==> src/include/ppu_cfg.svh <==
/*
 * Build-time constants for the N64 post-processing front end:
 * colour widths, config field widths, frame line thresholds,
 * the video-lost timeout and the scanline strength mapping
 */

`ifndef PPU_CFG_SVH
`define PPU_CFG_SVH

// Colour depth on the N64 bus and after expansion
`define PPU_COLOR_W_IN      7
`define PPU_COLOR_W_OUT     8

// Configuration field widths
`define PPU_LIFT_W          2
`define PPU_SL_STR_W        4

// Scanline strength s maps to the factor ((s+1) << shift) - 1
`define PPU_SL_STR_SHIFT    4

// Frames with more lines than this are PAL
`define PPU_PAL_LINE_MIN    290
`define PPU_LINE_CNT_W      10

// Cycles without a sync word before video counts as lost
`define PPU_VDATA_TIMEOUT   1024
`define PPU_TIMEOUT_CNT_W   11

`endif
==> src/hdl/ppu_ctrl_pkg.sv <==
/*
 * Control types of the N64 front end: the configuration word
 * and the status word reported back
 */

`default_nettype none

`include "ppu_cfg.svh"

package ppu_ctrl_pkg;

  typedef struct packed {
    logic [`PPU_LIFT_W-1:0]   lift;
    logic                     mode_16bit;
    logic                     sl_en;
    logic [`PPU_SL_STR_W-1:0] sl_str;
  } ppu_cfg_t;

  typedef struct packed {
    logic vdata_detected;
    logic palmode;
    logic sl_active;
  } ppu_state_t;

endpackage

`default_nettype wire

==> src/hdl/ppu_video_pkg.sv <==
/*
 * Video data types of the N64 front end: bus word with its two
 * views, sync flags and the 21-bit and 24-bit pixel structs
 */

`default_nettype none

`include "ppu_cfg.svh"

package ppu_video_pkg;

  // Sync nibble as the N64 drives it, all flags active low
  typedef struct packed {
    logic [2:0] pad;
    logic       nvsync;
    logic       nclamp;
    logic       nhsync;
    logic       ncsync;
  } sync_nib_t;

  // One bus word is either a colour value or the sync nibble
  typedef union packed {
    logic [`PPU_COLOR_W_IN-1:0] color;
    sync_nib_t                  nib;
  } vbus_word_u;

  typedef struct packed {
    logic vsync;
    logic hsync;
  } sync_flags_t;

  typedef struct packed {
    logic [`PPU_COLOR_W_IN-1:0] r;
    logic [`PPU_COLOR_W_IN-1:0] g;
    logic [`PPU_COLOR_W_IN-1:0] b;
  } rgb21_t;

  typedef struct packed {
    logic [`PPU_COLOR_W_OUT-1:0] r;
    logic [`PPU_COLOR_W_OUT-1:0] g;
    logic [`PPU_COLOR_W_OUT-1:0] b;
  } rgb24_t;

  typedef struct packed {
    sync_flags_t sync;
    rgb21_t      rgb;
  } pix21_t;

  typedef struct packed {
    sync_flags_t sync;
    rgb24_t      rgb;
  } pix24_t;

endpackage

`default_nettype wire

==> src/hdl/n64_ppu_top.sv <==
/*
 * Top level of the N64-clock front end: demux, colour curve and
 * scanline stages with video detection, plus the status word
 */

`timescale 1ns/1ps
`default_nettype none

module n64_ppu_top import ppu_video_pkg::*, ppu_ctrl_pkg::*; (
  input  logic       N64_CLK_i,
  input  logic       rst_i,
  input  logic       nvdsync_i,
  input  vbus_word_u vd_i,
  input  ppu_cfg_t   config_i,
  output logic       pixel_valid_o,
  output logic       vsync_o,
  output logic       hsync_o,
  output rgb24_t     vd_o,
  output ppu_state_t ppu_state_o
);

  pix21_t      demux_pix_w;
  logic        demux_valid_w;
  logic        sync_seen_w;
  sync_flags_t sync_w;
  pix24_t      curve_pix_w;
  logic        curve_valid_w;
  pix24_t      out_pix_w;
  logic        vdata_detected_w;
  logic        palmode_w;

  // ============================================================
  // Pipeline stages
  // ============================================================

  n64_vbus_demux i_demux (
    .N64_CLK_i    (N64_CLK_i),
    .rst_i        (rst_i),
    .nvdsync_i    (nvdsync_i),
    .vd_i         (vd_i),
    .mode_16bit_i (config_i.mode_16bit),
    .pix_o        (demux_pix_w),
    .pix_valid_o  (demux_valid_w),
    .sync_seen_o  (sync_seen_w),
    .sync_o       (sync_w)
  );

  n64_vinfo_detect i_vinfo (
    .N64_CLK_i        (N64_CLK_i),
    .rst_i            (rst_i),
    .sync_seen_i      (sync_seen_w),
    .sync_i           (sync_w),
    .vdata_detected_o (vdata_detected_w),
    .palmode_o        (palmode_w)
  );

  color_curve i_curve (
    .N64_CLK_i (N64_CLK_i),
    .rst_i     (rst_i),
    .lift_i    (config_i.lift),
    .pix_i     (demux_pix_w),
    .valid_i   (demux_valid_w),
    .pix_o     (curve_pix_w),
    .valid_o   (curve_valid_w)
  );

  scanline_dim i_scanline (
    .N64_CLK_i (N64_CLK_i),
    .rst_i     (rst_i),
    .sl_en_i   (config_i.sl_en),
    .sl_str_i  (config_i.sl_str),
    .pix_i     (curve_pix_w),
    .valid_i   (curve_valid_w),
    .pix_o     (out_pix_w),
    .valid_o   (pixel_valid_o)
  );

  // ============================================================
  // Outputs and status word
  // ============================================================

  assign vsync_o = out_pix_w.sync.vsync;
  assign hsync_o = out_pix_w.sync.hsync;
  assign vd_o    = out_pix_w.rgb;

  assign ppu_state_o.vdata_detected = vdata_detected_w;
  assign ppu_state_o.palmode        = palmode_w;
  assign ppu_state_o.sl_active      = config_i.sl_en;

endmodule

`default_nettype wire

==> src/hdl/scanline_dim.sv <==
/*
 * Stage 3: horizontal scanline emulation, tracks line parity
 * and dims odd lines by the configured strength
 */

`timescale 1ns/1ps
`default_nettype none

`include "ppu_cfg.svh"

module scanline_dim import ppu_video_pkg::*; (
  input  logic                    N64_CLK_i,
  input  logic                    rst_i,
  input  logic                    sl_en_i,
  input  logic [`PPU_SL_STR_W-1:0] sl_str_i,
  input  pix24_t                  pix_i,
  input  logic                    valid_i,
  output pix24_t                  pix_o,
  output logic                    valid_o
);

  // c - (c * f) / 256
  function automatic logic [`PPU_COLOR_W_OUT-1:0] dim_color(
    input logic [`PPU_COLOR_W_OUT-1:0] c,
    input logic [`PPU_COLOR_W_OUT-1:0] f
  );
    logic [2*`PPU_COLOR_W_OUT-1:0] prod;
    prod = c * f;
    return c - prod[2*`PPU_COLOR_W_OUT-1:`PPU_COLOR_W_OUT];
  endfunction

  logic hs_prev_q;
  logic vs_prev_q;
  logic line_odd_q;
  logic hs_rise_w;
  logic vs_rise_w;
  logic cur_odd_w;
  logic [`PPU_COLOR_W_OUT:0]   fac_full_w;
  logic [`PPU_COLOR_W_OUT-1:0] sl_fac_w;
  rgb24_t dimmed_w;

  // Strength 0..15 becomes 15..255
  assign fac_full_w = (({1'b0, {(`PPU_COLOR_W_OUT-`PPU_SL_STR_W){1'b0}}, sl_str_i} + 1'b1)
                       << `PPU_SL_STR_SHIFT) - 1'b1;
  assign sl_fac_w   = fac_full_w[`PPU_COLOR_W_OUT-1:0];

  // Line parity of the current pixel, a vsync rise restarts at line 0
  assign hs_rise_w = valid_i & pix_i.sync.hsync & ~hs_prev_q;
  assign vs_rise_w = valid_i & pix_i.sync.vsync & ~vs_prev_q;
  assign cur_odd_w = vs_rise_w ? 1'b0 : (line_odd_q ^ hs_rise_w);

  assign dimmed_w.r = dim_color(pix_i.rgb.r, sl_fac_w);
  assign dimmed_w.g = dim_color(pix_i.rgb.g, sl_fac_w);
  assign dimmed_w.b = dim_color(pix_i.rgb.b, sl_fac_w);

  always_ff @(posedge N64_CLK_i) begin
    if (rst_i) begin
      hs_prev_q  <= 1'b0;
      vs_prev_q  <= 1'b0;
      line_odd_q <= 1'b0;
      valid_o    <= 1'b0;
      pix_o      <= '0;
    end else begin
      valid_o <= valid_i;
      if (valid_i) begin
        hs_prev_q  <= pix_i.sync.hsync;
        vs_prev_q  <= pix_i.sync.vsync;
        line_odd_q <= cur_odd_w;
        pix_o.sync <= pix_i.sync;
        pix_o.rgb  <= (sl_en_i && cur_odd_w) ? dimmed_w : pix_i.rgb;
      end
    end
  end

  a_dim_not_brighter: assert property (@(posedge N64_CLK_i) disable iff (rst_i)
    valid_i |=> (pix_o.rgb.r <= $past(pix_i.rgb.r)) &&
                (pix_o.rgb.g <= $past(pix_i.rgb.g)) &&
                (pix_o.rgb.b <= $past(pix_i.rgb.b)))
    else $error("scanline stage raised a colour value");

endmodule

`default_nettype wire

==> src/hdl/color_curve.sv <==
/*
 * Stage 2: expands 7-bit colours to 8 bits by MSB repetition and
 * applies the selectable brightening curve
 */

`timescale 1ns/1ps
`default_nettype none

`include "ppu_cfg.svh"

module color_curve import ppu_video_pkg::*; (
  input  logic                  N64_CLK_i,
  input  logic                  rst_i,
  input  logic [`PPU_LIFT_W-1:0] lift_i,
  input  pix21_t                pix_i,
  input  logic                  valid_i,
  output pix24_t                pix_o,
  output logic                  valid_o
);

  // e + ((255 - e) * k) / 8, never above full scale since k < 8
  function automatic logic [`PPU_COLOR_W_OUT-1:0] lift_color(
    input logic [`PPU_COLOR_W_IN-1:0] c,
    input logic [`PPU_LIFT_W-1:0]     k
  );
    logic [`PPU_COLOR_W_OUT-1:0] e;
    logic [`PPU_COLOR_W_OUT-1:0] gap;
    logic [`PPU_COLOR_W_OUT+1:0] gap_k;
    e     = {c, c[`PPU_COLOR_W_IN-1]};
    gap   = {`PPU_COLOR_W_OUT{1'b1}} - e;
    gap_k = gap * k;
    return e + gap_k[`PPU_COLOR_W_OUT+1:3];
  endfunction

  rgb24_t lifted_w;

  assign lifted_w.r = lift_color(pix_i.rgb.r, lift_i);
  assign lifted_w.g = lift_color(pix_i.rgb.g, lift_i);
  assign lifted_w.b = lift_color(pix_i.rgb.b, lift_i);

  always_ff @(posedge N64_CLK_i) begin
    if (rst_i) begin
      valid_o <= 1'b0;
    end else begin
      valid_o <= valid_i;
    end
  end

  always_ff @(posedge N64_CLK_i) begin
    if (valid_i) begin
      pix_o.sync <= pix_i.sync;
      pix_o.rgb  <= lifted_w;
    end
  end

endmodule

`default_nettype wire

==> src/hdl/n64_vinfo_detect.sv <==
/*
 * Side stage: detects incoming video and whether the frame
 * line count is PAL or NTSC
 */

`timescale 1ns/1ps
`default_nettype none

`include "ppu_cfg.svh"

module n64_vinfo_detect import ppu_video_pkg::*; (
  input  logic        N64_CLK_i,
  input  logic        rst_i,
  input  logic        sync_seen_i,
  input  sync_flags_t sync_i,
  output logic        vdata_detected_o,
  output logic        palmode_o
);

  localparam logic [`PPU_LINE_CNT_W-1:0]    PAL_LINE_MIN = `PPU_PAL_LINE_MIN;
  localparam logic [`PPU_LINE_CNT_W-1:0]    LINE_MAX     = '1;
  localparam logic [`PPU_TIMEOUT_CNT_W-1:0] TIMEOUT      = `PPU_VDATA_TIMEOUT;

  logic hs_prev_q;
  logic vs_prev_q;
  logic hs_rise_w;
  logic vs_rise_w;
  logic timeout_w;
  logic [`PPU_LINE_CNT_W-1:0]    line_cnt_q;
  logic [`PPU_TIMEOUT_CNT_W-1:0] idle_cnt_q;

  assign hs_rise_w = sync_seen_i & sync_i.hsync & ~hs_prev_q;
  assign vs_rise_w = sync_seen_i & sync_i.vsync & ~vs_prev_q;
  assign timeout_w = (idle_cnt_q == TIMEOUT);

  always_ff @(posedge N64_CLK_i) begin
    if (rst_i) begin
      hs_prev_q        <= 1'b0;
      vs_prev_q        <= 1'b0;
      line_cnt_q       <= '0;
      idle_cnt_q       <= '0;
      vdata_detected_o <= 1'b0;
      palmode_o        <= 1'b0;
    end else begin
      if (sync_seen_i) begin
        hs_prev_q  <= sync_i.hsync;
        vs_prev_q  <= sync_i.vsync;
        idle_cnt_q <= '0;
      end else if (!timeout_w) begin
        idle_cnt_q <= idle_cnt_q + 1'b1;
      end

      if (timeout_w) begin
        vdata_detected_o <= 1'b0;
        palmode_o        <= 1'b0;
        line_cnt_q       <= '0;
      end

      if (vs_rise_w) begin
        // A line starting with the vsync rise belongs to the new frame
        line_cnt_q       <= hs_rise_w ? LINE_MAX ^ (LINE_MAX - 1'b1) : '0;
        vdata_detected_o <= 1'b1;
        palmode_o        <= (line_cnt_q > PAL_LINE_MIN);
      end else if (hs_rise_w && line_cnt_q != LINE_MAX) begin
        line_cnt_q <= line_cnt_q + 1'b1;
      end
    end
  end

  a_pal_needs_video: assert property (@(posedge N64_CLK_i) disable iff (rst_i)
    palmode_o |-> vdata_detected_o)
    else $error("PAL mode reported without detected video");

endmodule

`default_nettype wire

==> src/hdl/n64_vbus_demux.sv <==
/*
 * Stage 1: demultiplexes the 7-bit N64 video bus into one
 * 21-bit pixel with the sync flags of its sync word
 */

`timescale 1ns/1ps
`default_nettype none

`include "ppu_cfg.svh"

module n64_vbus_demux import ppu_video_pkg::*; (
  input  logic        N64_CLK_i,
  input  logic        rst_i,
  input  logic        nvdsync_i,
  input  vbus_word_u  vd_i,
  input  logic        mode_16bit_i,
  output pix21_t      pix_o,
  output logic        pix_valid_o,
  output logic        sync_seen_o,
  output sync_flags_t sync_o
);

  // Word position after the last sync word, 0 means idle
  logic [1:0] word_cnt_q;
  logic       blue_done_q;
  rgb21_t     rgb_q;
  logic [`PPU_COLOR_W_IN-1:0] color_w;

  // 16-bit mode drops the two LSBs of every colour
  assign color_w = mode_16bit_i ? {vd_i.color[`PPU_COLOR_W_IN-1:2], 2'b00} : vd_i.color;

  // ============================================================
  // Word sequencing and sync decode
  // ============================================================

  always_ff @(posedge N64_CLK_i) begin
    if (rst_i) begin
      word_cnt_q  <= 2'd0;
      blue_done_q <= 1'b0;
      pix_valid_o <= 1'b0;
      sync_seen_o <= 1'b0;
      sync_o      <= '0;
    end else begin
      sync_seen_o <= ~nvdsync_i;
      pix_valid_o <= blue_done_q;
      blue_done_q <= 1'b0;
      if (!nvdsync_i) begin
        word_cnt_q   <= 2'd1;
        sync_o.vsync <= ~vd_i.nib.nvsync;
        sync_o.hsync <= ~vd_i.nib.nhsync;
      end else if (word_cnt_q != 2'd0) begin
        // Blue wraps the counter back to idle
        word_cnt_q  <= word_cnt_q + 2'd1;
        blue_done_q <= (word_cnt_q == 2'd3);
      end
    end
  end

  // Colour capture and pixel assembly
  always_ff @(posedge N64_CLK_i) begin
    if (nvdsync_i) begin
      case (word_cnt_q)
        2'd1:    rgb_q.r <= color_w;
        2'd2:    rgb_q.g <= color_w;
        2'd3:    rgb_q.b <= color_w;
        default: ;
      endcase
    end
    if (blue_done_q) begin
      pix_o.sync <= sync_o;
      pix_o.rgb  <= rgb_q;
    end
  end

  // Pixels come at most every fourth cycle
  a_valid_single: assert property (@(posedge N64_CLK_i) disable iff (rst_i)
    pix_valid_o |=> !pix_valid_o)
    else $error("demux pixel strobe high on consecutive cycles");

endmodule

`default_nettype wire

==> config.mk <==
export PLATFORM = sky130hd
export DESIGN_NAME = n64_ppu_top
export DESIGN_NICKNAME = d
export VERILOG_FILES = /design/src/hdl/ppu_ctrl_pkg.sv /design/src/hdl/ppu_video_pkg.sv /design/src/hdl/n64_ppu_top.sv /design/src/hdl/scanline_dim.sv /design/src/hdl/color_curve.sv /design/src/hdl/n64_vinfo_detect.sv /design/src/hdl/n64_vbus_demux.sv
export VERILOG_INCLUDE_DIRS = /design/src /design/src/include
export SDC_FILE = /design/constraint.sdc
export NUM_CORES = 1
export LEC_CHECK = 0
export BUFFER_PORTS_ARGS = -buffer_cell sky130_fd_sc_hd__clkbuf_2
export CAP_MARGIN = 20
export CORE_MARGIN = 1
export CORE_UTILIZATION = 58
export CTS_CLUSTER_SIZE = 24
export DETAILED_ROUTE_END_ITERATION = 8
export PLACE_DENSITY = 0.78
export SYNTH_ARGS = -nofsm -noshare
export SYNTH_HDL_FRONTEND = slang
export SYNTH_SLANG_ARGS = --single-unit
==> constraint.sdc <==
create_clock -name N64_CLK_i -period 7.25 [get_ports N64_CLK_i]
set_input_delay 0.725 -clock N64_CLK_i [delete_from_list [all_inputs] [get_ports N64_CLK_i]]
set_output_delay 0.725 -clock N64_CLK_i [all_outputs]
set_load 0.01 [all_outputs]
==> Word-level counts from Yosys, hierarchy flattened <==
Cells that the tools add are included.
{ "op_classes": {"reduce_logical": 11, "muxes": 12, "eq_ne": 6, "bitwise": 17, "n_addsub": 14, "multipliers": 6, "n_lt_le_gt_ge": 1} }
{ "ops": {"columns": ["operator", "count"], "rows": [
  ["$mul A8 B8 Y16", 3],
  ["$mul A8 B2 Y10", 3],
  ["$mux W10", 3],
  ["$add A8 B7 Y8", 3],
  ["$mux W24", 1],
  ["$sub A8 B8 Y8", 3],
  ["$sub A8 B8 Y8 const A", 3],
  ["$add A11 B1 Y11 const B", 1],
  ["$eq A11 B11 Y1 const B", 1],
  ["$add A10 B1 Y10 const B", 1],
  ["$gt A10 B9 Y1 const B", 1],
  ["$ne A10 B10 Y1 const B", 1],
  ["$and A1 B1 Y1", 8],
  ["$not A1 Y1", 8],
  ["$sub A8 B1 Y8 const B", 1],
  ["$mux W1", 7],
  ["$reduce_and A2 Y1", 3],
  ["$add A4 B1 Y4 const B", 1],
  ["$eq A2 B2 Y1 const B", 2],
  ["$reduce_bool A2 Y1", 2],
  ["$reduce_or A2 Y1", 2],
  ["$reduce_bool A3 Y1", 1],
  ["$reduce_or A3 Y1", 1],
  ["$add A2 B1 Y2 const B", 1],
  ["5 further kinds", 6]
]} }
{ "totals": {"input_bits": 18, "register_bits": 131, "output_inout_bits": 30, "word_cells": 101} }

==> Depth between registers and ports, before layout <==
{ "logic_depth": {"ltp_word": 6, "depth_mapped": 29, "ltp_nobuf": 28} }

==> Cells and area by module <==
Synthesis repeated with hierarchy kept, for this count alone.
{ "hier_totals": {"hier_cells": 1366, "area_unflattened_um2": 13206.4} }
{ "by_module_without_submodules": {"columns": ["mod", "seq_area_each_um2", "area_each_um2", "cells_per_inst", "n_inst"], "rows": [
  ["scanline_dim", 560.5, 7457.2, 848, 1],
  ["color_curve", 800.8, 2806.4, 295, 1],
  ["n64_vbus_demux", 1461.4, 1645.3, 76, 1],
  ["n64_vinfo_detect", 500.5, 1275.0, 144, 1],
  ["n64_ppu_top", 0.0, 22.5, 3, 1]
]} }

==> Least setup slack after synthesis <==
OpenSTA, ideal clock, no wires.
{ "synth_timing": {"path_type": "input port to flip-flop", "start": "input config_i[0] (netlist bit)", "end": "register i_scanline.pix_o[7] (netlist bit)", "arrival_ns": 7.174, "stages": 27, "required_time_ns": 7.159, "path_slack_ns": -0.015, "setup_ns": 0.091, "n_path_buf": 1, "path_cell_list": "ha_1 nor3b_1 a21oi_1 o22ai_1 nand2_1 xnor2_1 clkbuf_1 nand2_1 fa_1 fa_1 fa_1 fa_1 inv_1 ha_1 nand2_1 a21oi_1 or3_1 xnor2_1 ha_1 nor2b_1 o2111ai_1 nand3_1 o41ai_1 xnor2_1 xnor2_1 or3_1 a311oi_1"} }
{ "synth_via": {"elab_chain_cells": 5} }
{ "synth_rtl": {"columns": ["item", "line", "rtl"], "rows": [
  ["from (decl)", "n64_ppu_top.sv:14", "input ppu_cfg_t config_i,"],
  ["$add A4 B1 Y4", "scanline_dim.sv:43", "assign fac_full_w = (({1'b0, {(`PPU_COLOR_W_OUT-`PPU_SL_STR_W){1'b0}}, sl_str_i} + 1'b1)"],
  ["$sub A8 B1 Y8", "scanline_dim.sv:43", null],
  ["$mul A8 B8 Y16", "scanline_dim.sv:28", "prod = c * f;"],
  ["$sub A8 B8 Y8", "scanline_dim.sv:29", "return c - prod[2*`PPU_COLOR_W_OUT-1:`PPU_COLOR_W_OUT];"],
  ["$mux W24", "scanline_dim.sv:70", "pix_o.rgb <= (sl_en_i && cur_odd_w) ? dimmed_w : pix_i.rgb;"],
  ["to (decl)", "scanline_dim.sv:18", "output pix24_t pix_o,"]
]} }
Every way passes these cells.
A chain may end at the register's enable or synchronous reset.

==> Worst setup path in the final report <==
{ "layout_timing": {"start": "input config_i[1] (netlist bit)", "end": "register i_scanline.pix_o[15] (netlist bit)"} }
The elaborated chain is that of the path after synthesis.

==> run metrics <==
Detailed Route Iter0 Violations 398; register-to-register setup slack 1040 ps; Multi-input gate area 0.00837 mm²; mux share of post-synthesis cell area 0.0105; WL/cell 14.8 µm; Buf+Inv Stages, Crit Path 6; synthesized-area fraction occupied by and/or/nand/nor cells 0.139; global-route usage over all layers 0.239; post-synth top area cell sky130_fd_sc_hd__fa_1; slew at the pin with the worst max-slew slack 989 ps; # IOs 48; number of nets in the final layout 1,678; largest clock skew in the final design 11.9 ps; total power 3.79 mW; Pins Over Slew Limit 0; static power due to leakage 6.54 nW; number of detailed-route iterations in the first pass 6; total number of placement rows 53; remaining global-route overflow 0; via total after detailed routing 8,879; cell with the most instances after synthesis sky130_fd_sc_hd__inv_1; Die Area 0.0221 mm²; maximum count of clock buffers along a single path 2; buffer cell driving the clock tree root sky130_fd_sc_hd__clkbuf_16; residual DRC count 0; Sw Ratio 0.372; maximum level of the CTS H-tree 4; effective utilization at floorplan 0.593; gp weighted congestion 0.880; Post-Synth XOR/XNOR Area 0.0639; internal portion of total power 2.38 mW; complex-gate fraction of the synthesized area 0.0963; average cell area after synthesis 9.63 µm²; area growth from synthesis to layout 13.2%; cts bufs inserted 17; Core Box Area 0.0210 mm²; antenna violations before repair 0; number of nets still failing antenna checks after routing 0; Final Hold Fails 0; number of unique standard cell types used by synthesis 58; Storage cell area 0.00332 mm²; Logic pwr share 0.568; maximum vdd drop 208 µV; number of sinks on the clock net 131; average via count per standard cell 5.32; slew margin rel. 0.340; cell at the slowest stage of the critical path sky130_fd_sc_hd__fa_1; family of cells with the greatest summed delay on the critical path adder cells; post-synth net total 1,592; top cells by area in the synthesized netlist sky130_fd_sc_hd__fa_1, sky130_fd_sc_hd__edfxtp_1, sky130_fd_sc_hd__ha_1, sky130_fd_sc_hd__dfxtp_1, sky130_fd_sc_hd__inv_1; CTS tree yes; adder and majority gate portion of the synthesized area 0.347; FF+latch count, synth 131; post-synthesis cell area 0.0125 mm²; worst setup path category input port to register; register clock-pin slew on the reported worst setup and hold paths 70 ps; top post-synthesis cells by count sky130_fd_sc_hd__inv_1, sky130_fd_sc_hd__ha_1, sky130_fd_sc_hd__nor2_1; final-report setup violation count 0; Clock Latency Late Sink 410 ps; fmax 0.142 GHz; largest driver fanout on the critical path 5; main combinational cell family by area after synthesis adder cells; kind of end point of the critical path register; Most Frequent Cell on Critical Path sky130_fd_sc_hd__fa_1; result of the run finished clean; Total Routed Length 24,800 µm; filler cell count in the final layout 1,589; data arrival time at the worst-slack endpoint 7350 ps; async set-reset flop share out of synthesis 0; worst setup slack after placement -347 ps; Seq/Total Area, Yosys 0.267; yosys warns 0; count of input and output buffers 47; hold crit path type register to register; count of mapped cells out of synthesis 1,295; ratio of final minimum period to clock period 0.970; most frequently used flop master after synthesis sky130_fd_sc_hd__edfxtp_1; data required time at the worst endpoint 7570 ps; first-pass GRT wire length 41,900 µm; vias in the first global route 8,893; die extent in x 149 µm; post-route minimum period 7030 ps; total net switching power 1.41 mW; largest net degree at the start of global routing 52; share of power burned in registers 0.210; launching element type of the critical path input port; utilization of the core after routing 0.671; smallest hold slack 418 ps; total inserted antenna cells 0; die span in y 149 µm; estimated wirelength of the detail-placed design 18,700 µm; PD cells 268 mW/mm²; fraction of power consumed by the clock network 0.222; count of flip-flops with a built-in enable after synthesis 70; share of the synthesized area in the top cell type 0.178; CP peak stage delay 550 ps; hold_buf cts 0; worst setup slack after layout 218 ps; fraction of layout cells with a size suffix above 1 0.126; max-cap violations 0
==> kinds of logic (layout without fill, tap and decap cells) <==
group,Yosys count,in the layout
adders and majority gates,279,279
buffers and inverters,251,350
xor gates and xnor gates,91,91
AOI/OAI and AO/OA,182,182
and+or+nand+nor,348,348
DFF,131,131
muxes,13,13
==> cell type report <==
class / instances / area share
clock buffer: 20 / 0.0347
clock inverter: 12 / 0.00745
inverter: 218 / 0.0580
multi-input combinational: 913 / 0.593
sequential: 131 / 0.236
tap: 275 / 0.0244
timing repair buffer: 100 / 0.0464
==> placed cells by master (no fill, tap or decap), types with 6 or more instances in the layout <==
cell type                     n
sky130_fd_sc_hd__o21ai_1     19
sky130_fd_sc_hd__and2_1      58
sky130_fd_sc_hd__a31oi_1      8
sky130_fd_sc_hd__nand3_1     18
sky130_fd_sc_hd__fa_1       111
sky130_fd_sc_hd__o21bai_1    24
sky130_fd_sc_hd__buf_4       50
sky130_fd_sc_hd__nand2_1     54
sky130_fd_sc_hd__a211oi_1    14
sky130_fd_sc_hd__a21oi_1     60
sky130_fd_sc_hd__a21o_1       8
sky130_fd_sc_hd__a21oi_2      6
sky130_fd_sc_hd__xor2_1      33
sky130_fd_sc_hd__nor2_1     120
sky130_fd_sc_hd__ha_1       160
sky130_fd_sc_hd__xnor2_1     56
sky130_fd_sc_hd__nand2b_1     8
sky130_fd_sc_hd__o211ai_1     6
sky130_fd_sc_hd__clkbuf_16   19
sky130_fd_sc_hd__nor2b_1     50
sky130_fd_sc_hd__o21ai_0      9
sky130_fd_sc_hd__clkbuf_2    47
sky130_fd_sc_hd__mux2i_1     12
sky130_fd_sc_hd__ha_4         6
sky130_fd_sc_hd__inv_1      215
sky130_fd_sc_hd__and3_1       6
sky130_fd_sc_hd__edfxtp_1    70
sky130_fd_sc_hd__dfxtp_1     60
==> power groups by stage <==
stage | Clock (mW) | Sequential (mW) | Combinational (mW)
final | 0.842 | 0.795 | 2.15
after global routing | 0.886 | 0.796 | 2.40
after CTS | 0.858 | 0.795 | 2.01
after detailed placement | 0 | 0.811 | 1.98
after global placement | 0 | 0.811 | 1.92
after floorplan | 0 | 0.810 | 1.43
==> timing repair <==
| action | 4_1_cts | 5_1_grt |
|---|---|---|
| setup buffers | 0 | 3 |
| resized for setup | 0 | 30 |
| endpoints found under the setup margin | 0 | 5 |
==> final timing paths <==
path / start / end / depth (start not counted)
max: config_i[1] / i_scanline.pix_o[15] / 30
min: i_demux.rgb_q[6] / i_demux.pix_o[6] / 0
max reg2reg: i_curve.pix_o[10] / i_scanline.pix_o[15] / 21
min reg2reg: i_demux.rgb_q[6] / i_demux.pix_o[6] / 0
==> per-layer routing <==
metal  vias to the layer above  track usage  part of all wire
met5                         -            0                 0
li1                       4415            -                 -
met4                         0       0.0742             0.011
met1                      4293        0.315              0.45
met2                       153        0.413              0.51
met3                        18       0.0252             0.030
==> registers in the layout (all words and copies together), names as in the netlist, 2 cells and up <==
| signal | flops |
|---|---|
| i_curve.pix_o | 26 |
| i_demux.pix_o | 23 |
| i_demux.sync_o | 2 |
| i_scanline.pix_o | 26 |
| i_demux.word_cnt_q | 2 |
| i_vinfo.idle_cnt_q | 11 |
| i_vinfo.line_cnt_q | 10 |
| i_demux.rgb_q | 21 |
==> metrics by stage <==
stage	std cells	area [µm²]	setup TNS, ps
2_1_floorplan	1295	12500	0
4_1_cts	1664	13900	0
5_1_grt	1669	14100	-62.4
3_5_place_dp	1632	13300	-1110
3_3_place_gp	1632	13300	-285
6_report	1669	14100	0
(Power assumes the default switching activity.)
